### src/design/i2c_pkg.sv
package i2c_pkg;

	// host register map.
	localparam logic [4:0] REG_NBY = 5'd0;
	localparam logic [4:0] REG_ADR = 5'd4;
	localparam logic [4:0] REG_RDR = 5'd8;
	localparam logic [4:0] REG_TDR = 5'd12;
	localparam logic [4:0] REG_CFG = 5'd16;

	// bit positions inside the CFG register.
	localparam int CFG_START_WR = 0;
	localparam int CFG_START_RD = 1;
	localparam int CFG_BUSY     = 2;
	localparam int CFG_DONE     = 3;
	localparam int CFG_NACK     = 4;

	// clk_i cycles per SCL half period.
	localparam logic [7:0] SCL_HALF = 8'd125;

	typedef enum logic [2:0] {
		S_IDLE,
		S_START,
		S_ADDR,
		S_ACK0,
		S_WDATA,
		S_RDATA,
		S_ACK1,
		S_STOP
	} i2c_state_e;

	// command decoded from the start bits of CFG.
	typedef enum logic [1:0] {
		CMD_NONE,
		CMD_WRITE,
		CMD_READ
	} i2c_cmd_e;

	typedef struct packed {
		logic        write;
		logic [3:0]  be;
		logic [4:0]  addr;
		logic [31:0] wdata;
	} host_req_s;

	typedef struct packed {
		logic        go;
		logic        read;
		logic [2:0]  nbytes;
		logic [6:0]  addr7;
		logic [31:0] tdata;
	} xfer_cmd_s;

	typedef struct packed {
		logic        done_pulse;
		logic        nack;
		logic [31:0] rdata;
		logic        rdata_we;
	} xfer_stat_s;

	typedef struct packed {
		logic rise;
		logic fall;
		logic mid_high;
		logic mid_low;
	} scl_tick_s;

endpackage

### src/design/i2c_ctrl.sv
`timescale 1ns/1ps

module i2c_ctrl (
	input  logic                clk_i,
	input  logic                rst_i,
	input  i2c_pkg::xfer_cmd_s  cmd_i,
	input  i2c_pkg::scl_tick_s  tick_i,
	input  logic                sda_i,
	input  logic                tx_bit_i,
	input  logic                bit_last_i,
	input  logic                byte_last_i,
	input  logic [31:0]         rx_byte_i,
	output logic                run_o,
	output logic                sda_oe_o,
	output logic                load_o,
	output logic                shift_o,
	output logic                capture_o,
	output logic                next_byte_o,
	output logic [7:0]          addr_byte_o,
	output logic                addr_phase_o,
	output i2c_pkg::xfer_stat_s stat_o
);

	i2c_pkg::i2c_state_e state_q;
	logic                read_q;
	logic                nack_q;
	logic                done_q;
	logic                rdata_we_q;
	logic                in_byte;

	assign in_byte = (state_q == i2c_pkg::S_ADDR) || (state_q == i2c_pkg::S_WDATA) ||
		(state_q == i2c_pkg::S_RDATA);

	assign addr_byte_o  = {cmd_i.addr7, cmd_i.read};
	assign addr_phase_o = (state_q == i2c_pkg::S_ADDR);
	assign load_o       = (state_q == i2c_pkg::S_IDLE) && cmd_i.go;
	assign shift_o      = tick_i.fall && in_byte;
	assign capture_o    = tick_i.mid_high && (state_q == i2c_pkg::S_RDATA);
	// nack_q only ever rises on a written byte, which ends the transfer.
	assign next_byte_o  = tick_i.fall && (state_q == i2c_pkg::S_ACK1) && !nack_q && !byte_last_i;

	always_comb begin
		stat_o.done_pulse = done_q;
		stat_o.nack       = nack_q;
		stat_o.rdata      = rx_byte_i;
		stat_o.rdata_we   = rdata_we_q;
	end

	always_ff @(posedge clk_i) begin
		if (rst_i) begin
			state_q    <= i2c_pkg::S_IDLE;
			read_q     <= 1'b0;
			nack_q     <= 1'b0;
			done_q     <= 1'b0;
			rdata_we_q <= 1'b0;
			run_o      <= 1'b0;
			sda_oe_o   <= 1'b0;
		end else begin
			done_q     <= 1'b0;
			rdata_we_q <= 1'b0;
			case (state_q)
				i2c_pkg::S_IDLE: begin
					if (cmd_i.go) begin
						read_q  <= cmd_i.read;
						nack_q  <= 1'b0;
						run_o   <= 1'b1;
						state_q <= i2c_pkg::S_START;
					end
				end
				i2c_pkg::S_START: begin
					if (tick_i.mid_high) begin
						sda_oe_o <= 1'b1;
					end
					if (tick_i.fall) begin
						state_q <= i2c_pkg::S_ADDR;
					end
				end
				i2c_pkg::S_ADDR, i2c_pkg::S_WDATA: begin
					if (tick_i.mid_low) begin
						sda_oe_o <= ~tx_bit_i;
					end
					if (tick_i.fall && bit_last_i) begin
						state_q <= (state_q == i2c_pkg::S_ADDR) ? i2c_pkg::S_ACK0 : i2c_pkg::S_ACK1;
					end
				end
				i2c_pkg::S_ACK0: begin
					if (tick_i.mid_low) begin
						sda_oe_o <= 1'b0;
					end
					if (tick_i.mid_high) begin
						nack_q <= sda_i;
					end
					if (tick_i.fall) begin
						if (nack_q) begin
							state_q <= i2c_pkg::S_STOP;
						end else begin
							state_q <= read_q ? i2c_pkg::S_RDATA : i2c_pkg::S_WDATA;
						end
					end
				end
				i2c_pkg::S_RDATA: begin
					if (tick_i.mid_low) begin
						sda_oe_o <= 1'b0;
					end
					if (tick_i.fall && bit_last_i) begin
						rdata_we_q <= 1'b1;
						state_q    <= i2c_pkg::S_ACK1;
					end
				end
				i2c_pkg::S_ACK1: begin
					// on reads the master acks every byte but the last.
					if (tick_i.mid_low) begin
						sda_oe_o <= read_q && !byte_last_i;
					end
					if (tick_i.mid_high && !read_q) begin
						nack_q <= sda_i;
					end
					if (tick_i.fall) begin
						if (nack_q || byte_last_i) begin
							state_q <= i2c_pkg::S_STOP;
						end else begin
							state_q <= read_q ? i2c_pkg::S_RDATA : i2c_pkg::S_WDATA;
						end
					end
				end
				i2c_pkg::S_STOP: begin
					if (tick_i.mid_low) begin
						sda_oe_o <= 1'b1;
					end
					if (tick_i.mid_high) begin
						sda_oe_o <= 1'b0;
						run_o    <= 1'b0;
						done_q   <= 1'b1;
						state_q  <= i2c_pkg::S_IDLE;
					end
				end
				default: state_q <= i2c_pkg::S_IDLE;
			endcase
		end
	end

endmodule

### src/design/i2c_master.sv
`timescale 1ns/1ps

module i2c_master (
	input  logic               clk_i,
	input  logic               rst_i,
	input  logic               req_i,
	input  i2c_pkg::host_req_s host_req_i,
	output logic               ack_o,
	output logic [31:0]        rdata_o,
	input  logic               sda_i,
	output logic               sda_oe_o,
	output logic               scl_o
);

	i2c_pkg::xfer_cmd_s  cmd;
	i2c_pkg::xfer_stat_s stat;
	i2c_pkg::scl_tick_s  tick;
	logic                run;
	logic                load;
	logic                shift;
	logic                capture;
	logic                next_byte;
	logic [7:0]          addr_byte;
	logic                addr_phase;
	logic                tx_bit;
	logic                bit_last;
	logic                byte_last;
	logic [31:0]         rx_word;

	i2c_regs regs0 (
		.clk_i      (clk_i),
		.rst_i      (rst_i),
		.req_i      (req_i),
		.host_req_i (host_req_i),
		.ack_o      (ack_o),
		.rdata_o    (rdata_o),
		.cmd_o      (cmd),
		.stat_i     (stat)
	);

	i2c_scl_gen scl_gen0 (
		.clk_i  (clk_i),
		.rst_i  (rst_i),
		.run_i  (run),
		.scl_o  (scl_o),
		.tick_o (tick)
	);

	i2c_ctrl ctrl0 (
		.clk_i        (clk_i),
		.rst_i        (rst_i),
		.cmd_i        (cmd),
		.tick_i       (tick),
		.sda_i        (sda_i),
		.tx_bit_i     (tx_bit),
		.bit_last_i   (bit_last),
		.byte_last_i  (byte_last),
		.rx_byte_i    (rx_word),
		.run_o        (run),
		.sda_oe_o     (sda_oe_o),
		.load_o       (load),
		.shift_o      (shift),
		.capture_o    (capture),
		.next_byte_o  (next_byte),
		.addr_byte_o  (addr_byte),
		.addr_phase_o (addr_phase),
		.stat_o       (stat)
	);

	i2c_shifter shifter0 (
		.clk_i        (clk_i),
		.rst_i        (rst_i),
		.load_i       (load),
		.tdata_i      (cmd.tdata),
		.addr_byte_i  (addr_byte),
		.nbytes_i     (cmd.nbytes),
		.addr_phase_i (addr_phase),
		.shift_i      (shift),
		.capture_i    (capture),
		.next_byte_i  (next_byte),
		.sda_i        (sda_i),
		.tx_bit_o     (tx_bit),
		.bit_last_o   (bit_last),
		.byte_last_o  (byte_last),
		.rx_word_o    (rx_word)
	);

endmodule

### src/design/i2c_regs.sv
`timescale 1ns/1ps

module i2c_regs (
	input  logic                clk_i,
	input  logic                rst_i,
	input  logic                req_i,
	input  i2c_pkg::host_req_s  host_req_i,
	output logic                ack_o,
	output logic [31:0]         rdata_o,
	output i2c_pkg::xfer_cmd_s  cmd_o,
	input  i2c_pkg::xfer_stat_s stat_i
);

	logic              req_q;
	logic [31:0]       nby_q;
	logic [31:0]       adr_q;
	logic [31:0]       tdr_q;
	logic [31:0]       rdr_q;
	logic [4:0]        cfg_q;
	logic [31:0]       rd_mux;
	logic [31:0]       wmask;
	logic [31:0]       wdata;
	logic              access;
	logic              wr_en;
	i2c_pkg::i2c_cmd_e cmd;

	// the access happens on the first cycle req_i has been seen high.
	assign access = req_q && !ack_o;
	assign wr_en  = access && host_req_i.write;
	assign wdata  = host_req_i.wdata;
	assign wmask  = {{8{host_req_i.be[3]}}, {8{host_req_i.be[2]}},
		{8{host_req_i.be[1]}}, {8{host_req_i.be[0]}}};

	always_comb begin
		case (host_req_i.addr)
			i2c_pkg::REG_NBY: rd_mux = nby_q;
			i2c_pkg::REG_ADR: rd_mux = adr_q;
			i2c_pkg::REG_RDR: rd_mux = rdr_q;
			i2c_pkg::REG_TDR: rd_mux = tdr_q;
			i2c_pkg::REG_CFG: rd_mux = {27'd0, cfg_q};
			default:          rd_mux = 32'd0;
		endcase
	end

	always_ff @(posedge clk_i) begin
		if (rst_i) begin
			req_q <= 1'b0;
			ack_o <= 1'b0;
		end else begin
			req_q <= req_i;
			if (access) begin
				ack_o <= 1'b1;
			end else if (!req_q) begin
				ack_o <= 1'b0;
			end
		end
	end

	always_ff @(posedge clk_i) begin
		if (access) begin
			rdata_o <= rd_mux;
		end
	end

	always_ff @(posedge clk_i) begin
		if (rst_i) begin
			nby_q <= 32'd0;
			adr_q <= 32'd0;
			tdr_q <= 32'd0;
			rdr_q <= 32'd0;
			cfg_q <= 5'd0;
		end else begin
			// start bits live for a single cycle, the controller is idle whenever BUSY is clear.
			if (cmd_o.go) begin
				cfg_q[i2c_pkg::CFG_START_WR] <= 1'b0;
				cfg_q[i2c_pkg::CFG_START_RD] <= 1'b0;
			end
			if (wr_en) begin
				case (host_req_i.addr)
					i2c_pkg::REG_NBY: nby_q <= (nby_q & ~wmask) | (wdata & wmask);
					i2c_pkg::REG_ADR: adr_q <= (adr_q & ~wmask) | (wdata & wmask);
					i2c_pkg::REG_RDR: rdr_q <= (rdr_q & ~wmask) | (wdata & wmask);
					i2c_pkg::REG_TDR: tdr_q <= (tdr_q & ~wmask) | (wdata & wmask);
					i2c_pkg::REG_CFG: begin
						cfg_q[i2c_pkg::CFG_DONE] <= 1'b0;
						cfg_q[i2c_pkg::CFG_NACK] <= 1'b0;
						if (host_req_i.be[0]) begin
							cfg_q[i2c_pkg::CFG_START_WR] <= wdata[i2c_pkg::CFG_START_WR];
							cfg_q[i2c_pkg::CFG_START_RD] <= wdata[i2c_pkg::CFG_START_RD];
							if (wdata[i2c_pkg::CFG_START_WR] || wdata[i2c_pkg::CFG_START_RD]) begin
								cfg_q[i2c_pkg::CFG_BUSY] <= 1'b1;
							end
						end
					end
					default: ;
				endcase
			end
			if (stat_i.rdata_we) begin
				rdr_q <= stat_i.rdata;
			end
			if (stat_i.done_pulse) begin
				cfg_q[i2c_pkg::CFG_BUSY] <= 1'b0;
				cfg_q[i2c_pkg::CFG_DONE] <= 1'b1;
				cfg_q[i2c_pkg::CFG_NACK] <= stat_i.nack;
			end
		end
	end

	always_comb begin
		case ({cfg_q[i2c_pkg::CFG_START_RD], cfg_q[i2c_pkg::CFG_START_WR]})
			2'b00:   cmd = i2c_pkg::CMD_NONE;
			2'b01:   cmd = i2c_pkg::CMD_WRITE;
			default: cmd = i2c_pkg::CMD_READ;
		endcase
		cmd_o.go    = (cmd != i2c_pkg::CMD_NONE);
		cmd_o.read  = (cmd == i2c_pkg::CMD_READ);
		cmd_o.addr7 = adr_q[6:0];
		cmd_o.tdata = tdr_q;
		// a count outside 1 to 4 is clamped to the nearest legal value.
		if (nby_q == 32'd0) begin
			cmd_o.nbytes = 3'd1;
		end else if (nby_q > 32'd4) begin
			cmd_o.nbytes = 3'd4;
		end else begin
			cmd_o.nbytes = nby_q[2:0];
		end
	end

endmodule

### src/design/i2c_scl_gen.sv
`timescale 1ns/1ps

module i2c_scl_gen (
	input  logic               clk_i,
	input  logic               rst_i,
	input  logic               run_i,
	output logic               scl_o,
	output i2c_pkg::scl_tick_s tick_o
);

	logic [7:0] cnt_q;
	logic       wrap;
	logic       mid;

	assign wrap = (cnt_q == i2c_pkg::SCL_HALF - 8'd1);
	assign mid  = (cnt_q == (i2c_pkg::SCL_HALF >> 1));

	// the bus idles with SCL high, so a stopped divider parks there.
	always_ff @(posedge clk_i) begin
		if (rst_i || !run_i) begin
			cnt_q <= 8'd0;
			scl_o <= 1'b1;
		end else if (wrap) begin
			cnt_q <= 8'd0;
			scl_o <= ~scl_o;
		end else begin
			cnt_q <= cnt_q + 8'd1;
		end
	end

	// ticks lead the SCL edge they announce by one cycle.
	always_comb begin
		tick_o.rise     = run_i && wrap && !scl_o;
		tick_o.fall     = run_i && wrap && scl_o;
		tick_o.mid_high = run_i && mid && scl_o;
		tick_o.mid_low  = run_i && mid && !scl_o;
	end

endmodule

### src/design/i2c_shifter.sv
`timescale 1ns/1ps

module i2c_shifter (
	input  logic        clk_i,
	input  logic        rst_i,
	input  logic        load_i,
	input  logic [31:0] tdata_i,
	input  logic [7:0]  addr_byte_i,
	input  logic [2:0]  nbytes_i,
	input  logic        addr_phase_i,
	input  logic        shift_i,
	input  logic        capture_i,
	input  logic        next_byte_i,
	input  logic        sda_i,
	output logic        tx_bit_o,
	output logic        bit_last_o,
	output logic        byte_last_o,
	output logic [31:0] rx_word_o
);

	logic [2:0]  bit_q;
	logic [1:0]  byte_q;
	logic [2:0]  last_idx;
	logic [4:0]  pos;
	logic [31:0] tdata_q;
	logic [7:0]  addr_q;

	// the highest byte goes first, so the index counts down from nbytes - 1.
	assign last_idx    = nbytes_i - 3'd1;
	assign pos         = {byte_q, bit_q};
	assign tx_bit_o    = addr_phase_i ? addr_q[bit_q] : tdata_q[pos];
	assign bit_last_o  = (bit_q == 3'd0);
	assign byte_last_o = (byte_q == 2'd0);

	always_ff @(posedge clk_i) begin
		if (rst_i) begin
			bit_q  <= 3'd7;
			byte_q <= 2'd0;
		end else if (load_i) begin
			bit_q  <= 3'd7;
			byte_q <= last_idx[1:0];
		end else begin
			// the bit counter wraps from 0 back to 7 on its own.
			if (shift_i) begin
				bit_q <= bit_q - 3'd1;
			end
			if (next_byte_i) begin
				byte_q <= byte_q - 2'd1;
			end
		end
	end

	always_ff @(posedge clk_i) begin
		if (load_i) begin
			tdata_q   <= tdata_i;
			addr_q    <= addr_byte_i;
			rx_word_o <= 32'd0;
		end else if (capture_i) begin
			rx_word_o[pos] <= sda_i;
		end
	end

endmodule

### config.mk
export PLATFORM = sky130hd
export DESIGN_NAME = i2c_master
export DESIGN_NICKNAME = d
export VERILOG_FILES = /design/src/design/i2c_pkg.sv /design/src/design/i2c_ctrl.sv /design/src/design/i2c_master.sv /design/src/design/i2c_regs.sv /design/src/design/i2c_scl_gen.sv /design/src/design/i2c_shifter.sv
export SDC_FILE = /design/constraint.sdc
export NUM_CORES = 1
export LEC_CHECK = 0
export BUFFER_PORTS_ARGS = -buffer_cell sky130_fd_sc_hd__buf_2
export CAP_MARGIN = 10
export CORE_MARGIN = 1
export CORE_UTILIZATION = 45
export DETAILED_ROUTE_END_ITERATION = 6
export GPL_TIMING_DRIVEN = 0
export SLEW_MARGIN = 30
export SYNTH_ARGS = -nofsm -noshare
export SYNTH_HDL_FRONTEND = slang
export SYNTH_SLANG_ARGS = --single-unit
### constraint.sdc
create_clock -name clk_i -period 4 [get_ports clk_i]
set_clock_uncertainty 0.15 [all_clocks]
set_input_delay 1.2 -clock clk_i [delete_from_list [all_inputs] [get_ports clk_i]]
set_output_delay 1.2 -clock clk_i [all_outputs]
set_load 0.02 [all_outputs]
==> results.cfg <==
[outcome]
status = finished, violations left
violations = design-rule violations

[pwr]
clkPwrFrac = 0.475
pwr_density_cell_nw_per_um2 = 435.4
leakage_uw = 0.005811
internal_power_uw = 4399
p_sw_uw = 1214
vdd_drop_max_mv = 0.2937
switching_share = 0.2163
p_seq_frac = 0.491
pwr-share-comb = 0.034

[detailed_routing]
viasPerCell = 5.636
drt-wirelength-per-cell_um = 20.54
via_count = 8539
dr.pass1.iters = 7
drcViolationCount = 2
antenna_left = 0
initialDrtViolationCount = 915
drt-total-wl_mm = 31.12

[setup_path]
crit_family = buffers and inverters
path_class = input port to register
cp_slowest_cell = clkbuf_1
start_kind = input port
arrival_ps = 3490
r2r_cells = 7
path_max_fanout = 10
timing.rr.end = ctrl0.sda_oe_o
r2r_setup_slack_ps = 1260
critical_path_required_ps = 4260
startpoint = host_req_i[33]
reg2reg_from = shifter0.bit_q[1]
crit_path_frequent_cell = buf_2
endpoint_kind = register
path_cells = buf_2 > nor3_2 > and3_1 > buf_2 > clkbuf_1 > a222oi_1 > nand2_1
max_stage_delay_ps = 700
cp.depth = 7
crit_end = regs0.rdata_o[27]
worst-path-buf-inv = 3

[placement]
gp_congestion = 0.9061
dp_hpwl_mm = 22.04
placed_area_sq_um = 11930
port_buffers = 79
pre_cts_ws_ps = 310.3

[synthesis]
synth_top_area_share = 0.3430
synthArstFlopShare = 0
synth_area_leaders = dfxtp_1, edfxtp_1, mux2i_1
synth_seq_cells = 262
avgSynthCellArea_sq_um = 10.48
synthTopCellsByCount = dfxtp_1, mux2i_1, nor2_1, nand2_1, edfxtp_1
synth_top_area_cell = dfxtp_1
synth_cell_types = 60
seq_area_frac_synth = 0.5380
synth.most_common_cell = dfxtp_1
synth_nets = 1112
syn_inst = 1058
synth-edff-count = 72
ys.flop_type = dfxtp_1
synth_area_sq_um = 11090
yosys_warnings = 0

[min_path]
hold_path_class = register to register

[global_route]
gr-total-overflow = 0
antenna_found_initial = 0
grt_pass1_wl_mm = 48.55
grt_pass1_vias = 8171
grt_max_degree = 43
grtUsageTotal = 0.2477

[timing]
period_share = 0.8068
max-slew-margin-rel = 0.4139
fin_ws_ps = 772.8
hold_viol_final = 0
timing.fmax_mhz = 309.9
setup_viol_count_final = 0
drv_slew = 0
worst_slew_pin_slew_ps = 879.2
rsz0062_at_grt = false
min_period_ps = 3227
setup_tns_ps = 0

[floorplan]
placeableCoreArea_sq_um = 24250
num_rows = 57
die_h_um = 159.0
start_util = 0.4573
io_pins = 81
fp.dieArea_sq_um = 25270
die_w_um = 159.0

[cells_and_area]
diodes = 0
drive_gt1_frac = 0.1444
area_delta_synth_final_pct = 16.27
fillers = 2266
multi_input_area_sq_um = 4835
fin_nets = 1223
register_area_sq_um = 5966
finish.instance_area_sq_um = 12890

[clock_network]
h-tree-depth = 1
cts.sinks = 262
cts_tree = built
clkSlewWorstSetupHoldPaths_ps = 60
root_buffer = clkbuf_16
post-cts-setup-buffers = 0
clock_latency_ps = 550
cts-buffers-inserted = 29
clockBufferDepth = 3
cts_resized = 0
postCtsHoldBufs = 0

[flow_run]
drv_cap = 0
[through the flow]
step / utilization / power (uW) / hold slack [ps] / cells
floorplan: - / 2902 / 279.8 / 1058
global placement: 0.4904 / 2998 / 287.7 / 1461
detailed placement: 0.4919 / 3002 / 295.4 / 1462
CTS: 0.5317 / 5659 / 308.8 / 1515
global route: 0.5317 / 5788 / 321.7 / 1515
finish: 0.5317 / 5613 / 307.1 / 1515
[per-layer routing]
metal	global-route usage	share of wire
met5	0	0
met1	0.3480	0.46
met4	0.06556	0.022
met2	0.3975	0.45
met3	0.03959	0.067
[power by group through the flow]
stage	sequential (uW)	clock (uW)	combinational, uW
2_1_floorplan	2820	0	79.4
3_3_place_gp	2810	0	187
3_5_place_dp	2810	0	191
4_1_cts	2750	2710	192
5_1_grt	2750	2830	207
6_report	2750	2670	192
[cells by family after synthesis]
family / share of synthesized area
XOR/XNOR: 0.007109
adder cells (fa/ha/maj): 0.009027
flip-flops: 0.5380
multiplexers: 0.1399
AO/OA/AOI/OAI: 0.1029
buffers and inverters: 0.02674
AND/OR/NAND/NOR: 0.1764
[cell type report]
class                           instances  share of cell area
Buffer                                 64             0.01980
Clock buffer                           45             0.06968
Clock inverter                          8            0.005240
Inverter                               11            0.003396
Multi-Input combinational cell        721              0.3750
Sequential cell                       262              0.4627
Tap cell                              324             0.03144
Timing Repair Buffer                   80             0.03280
[placed cells by master, fill, tap and decap left out, types with 3 or more instances in the layout]
cell / n
a222oi_1: 32
mux4_2: 3
or3_1: 4
nor3b_1: 4
a211oi_1: 4
edfxtp_1: 72
ha_1: 8
nand2b_1: 3
nor2_1: 130
nand4_1: 6
clkinv_1: 5
buf_2: 91
nor3_1: 14
nor2b_1: 12
o21ai_0: 50
and2_1: 26
nand3_2: 12
nor4_1: 12
dfxtp_1: 190
a21oi_1: 10
clkbuf_1: 53
a31o_1: 4
xor2_1: 7
o211ai_1: 18
inv_1: 9
mux2i_1: 137
nand3b_1: 5
or4bb_1: 3
buf_1: 6
o31ai_1: 17
nand2_1: 106
o22ai_1: 3
clkbuf_16: 31
a22oi_1: 6
nand4_2: 5
mux2_2: 10
clkbuf_8: 7
and3_1: 4
nand3_1: 35
[how the worst min path moves through the flow]
| stage | from | to | slack, ps | cells after the start |
|---|---|---|---|---|
| 2_1_floorplan | register | shifter0.addr_q[6] | 280 | 0 |
| 3_3_place_gp | register | shifter0.tdata_q[23] | 290 | 0 |
| 3_5_place_dp | register | shifter0.tdata_q[23] | 300 | 0 |
| 4_1_cts | register | shifter0.addr_q[5] | 310 | 0 |
| 5_1_grt | register | shifter0.tdata_q[21] | 320 | 0 |
| 6_report | register | shifter0.addr_q[5] | 310 | 0 |
(Power assumes the default switching activity.)
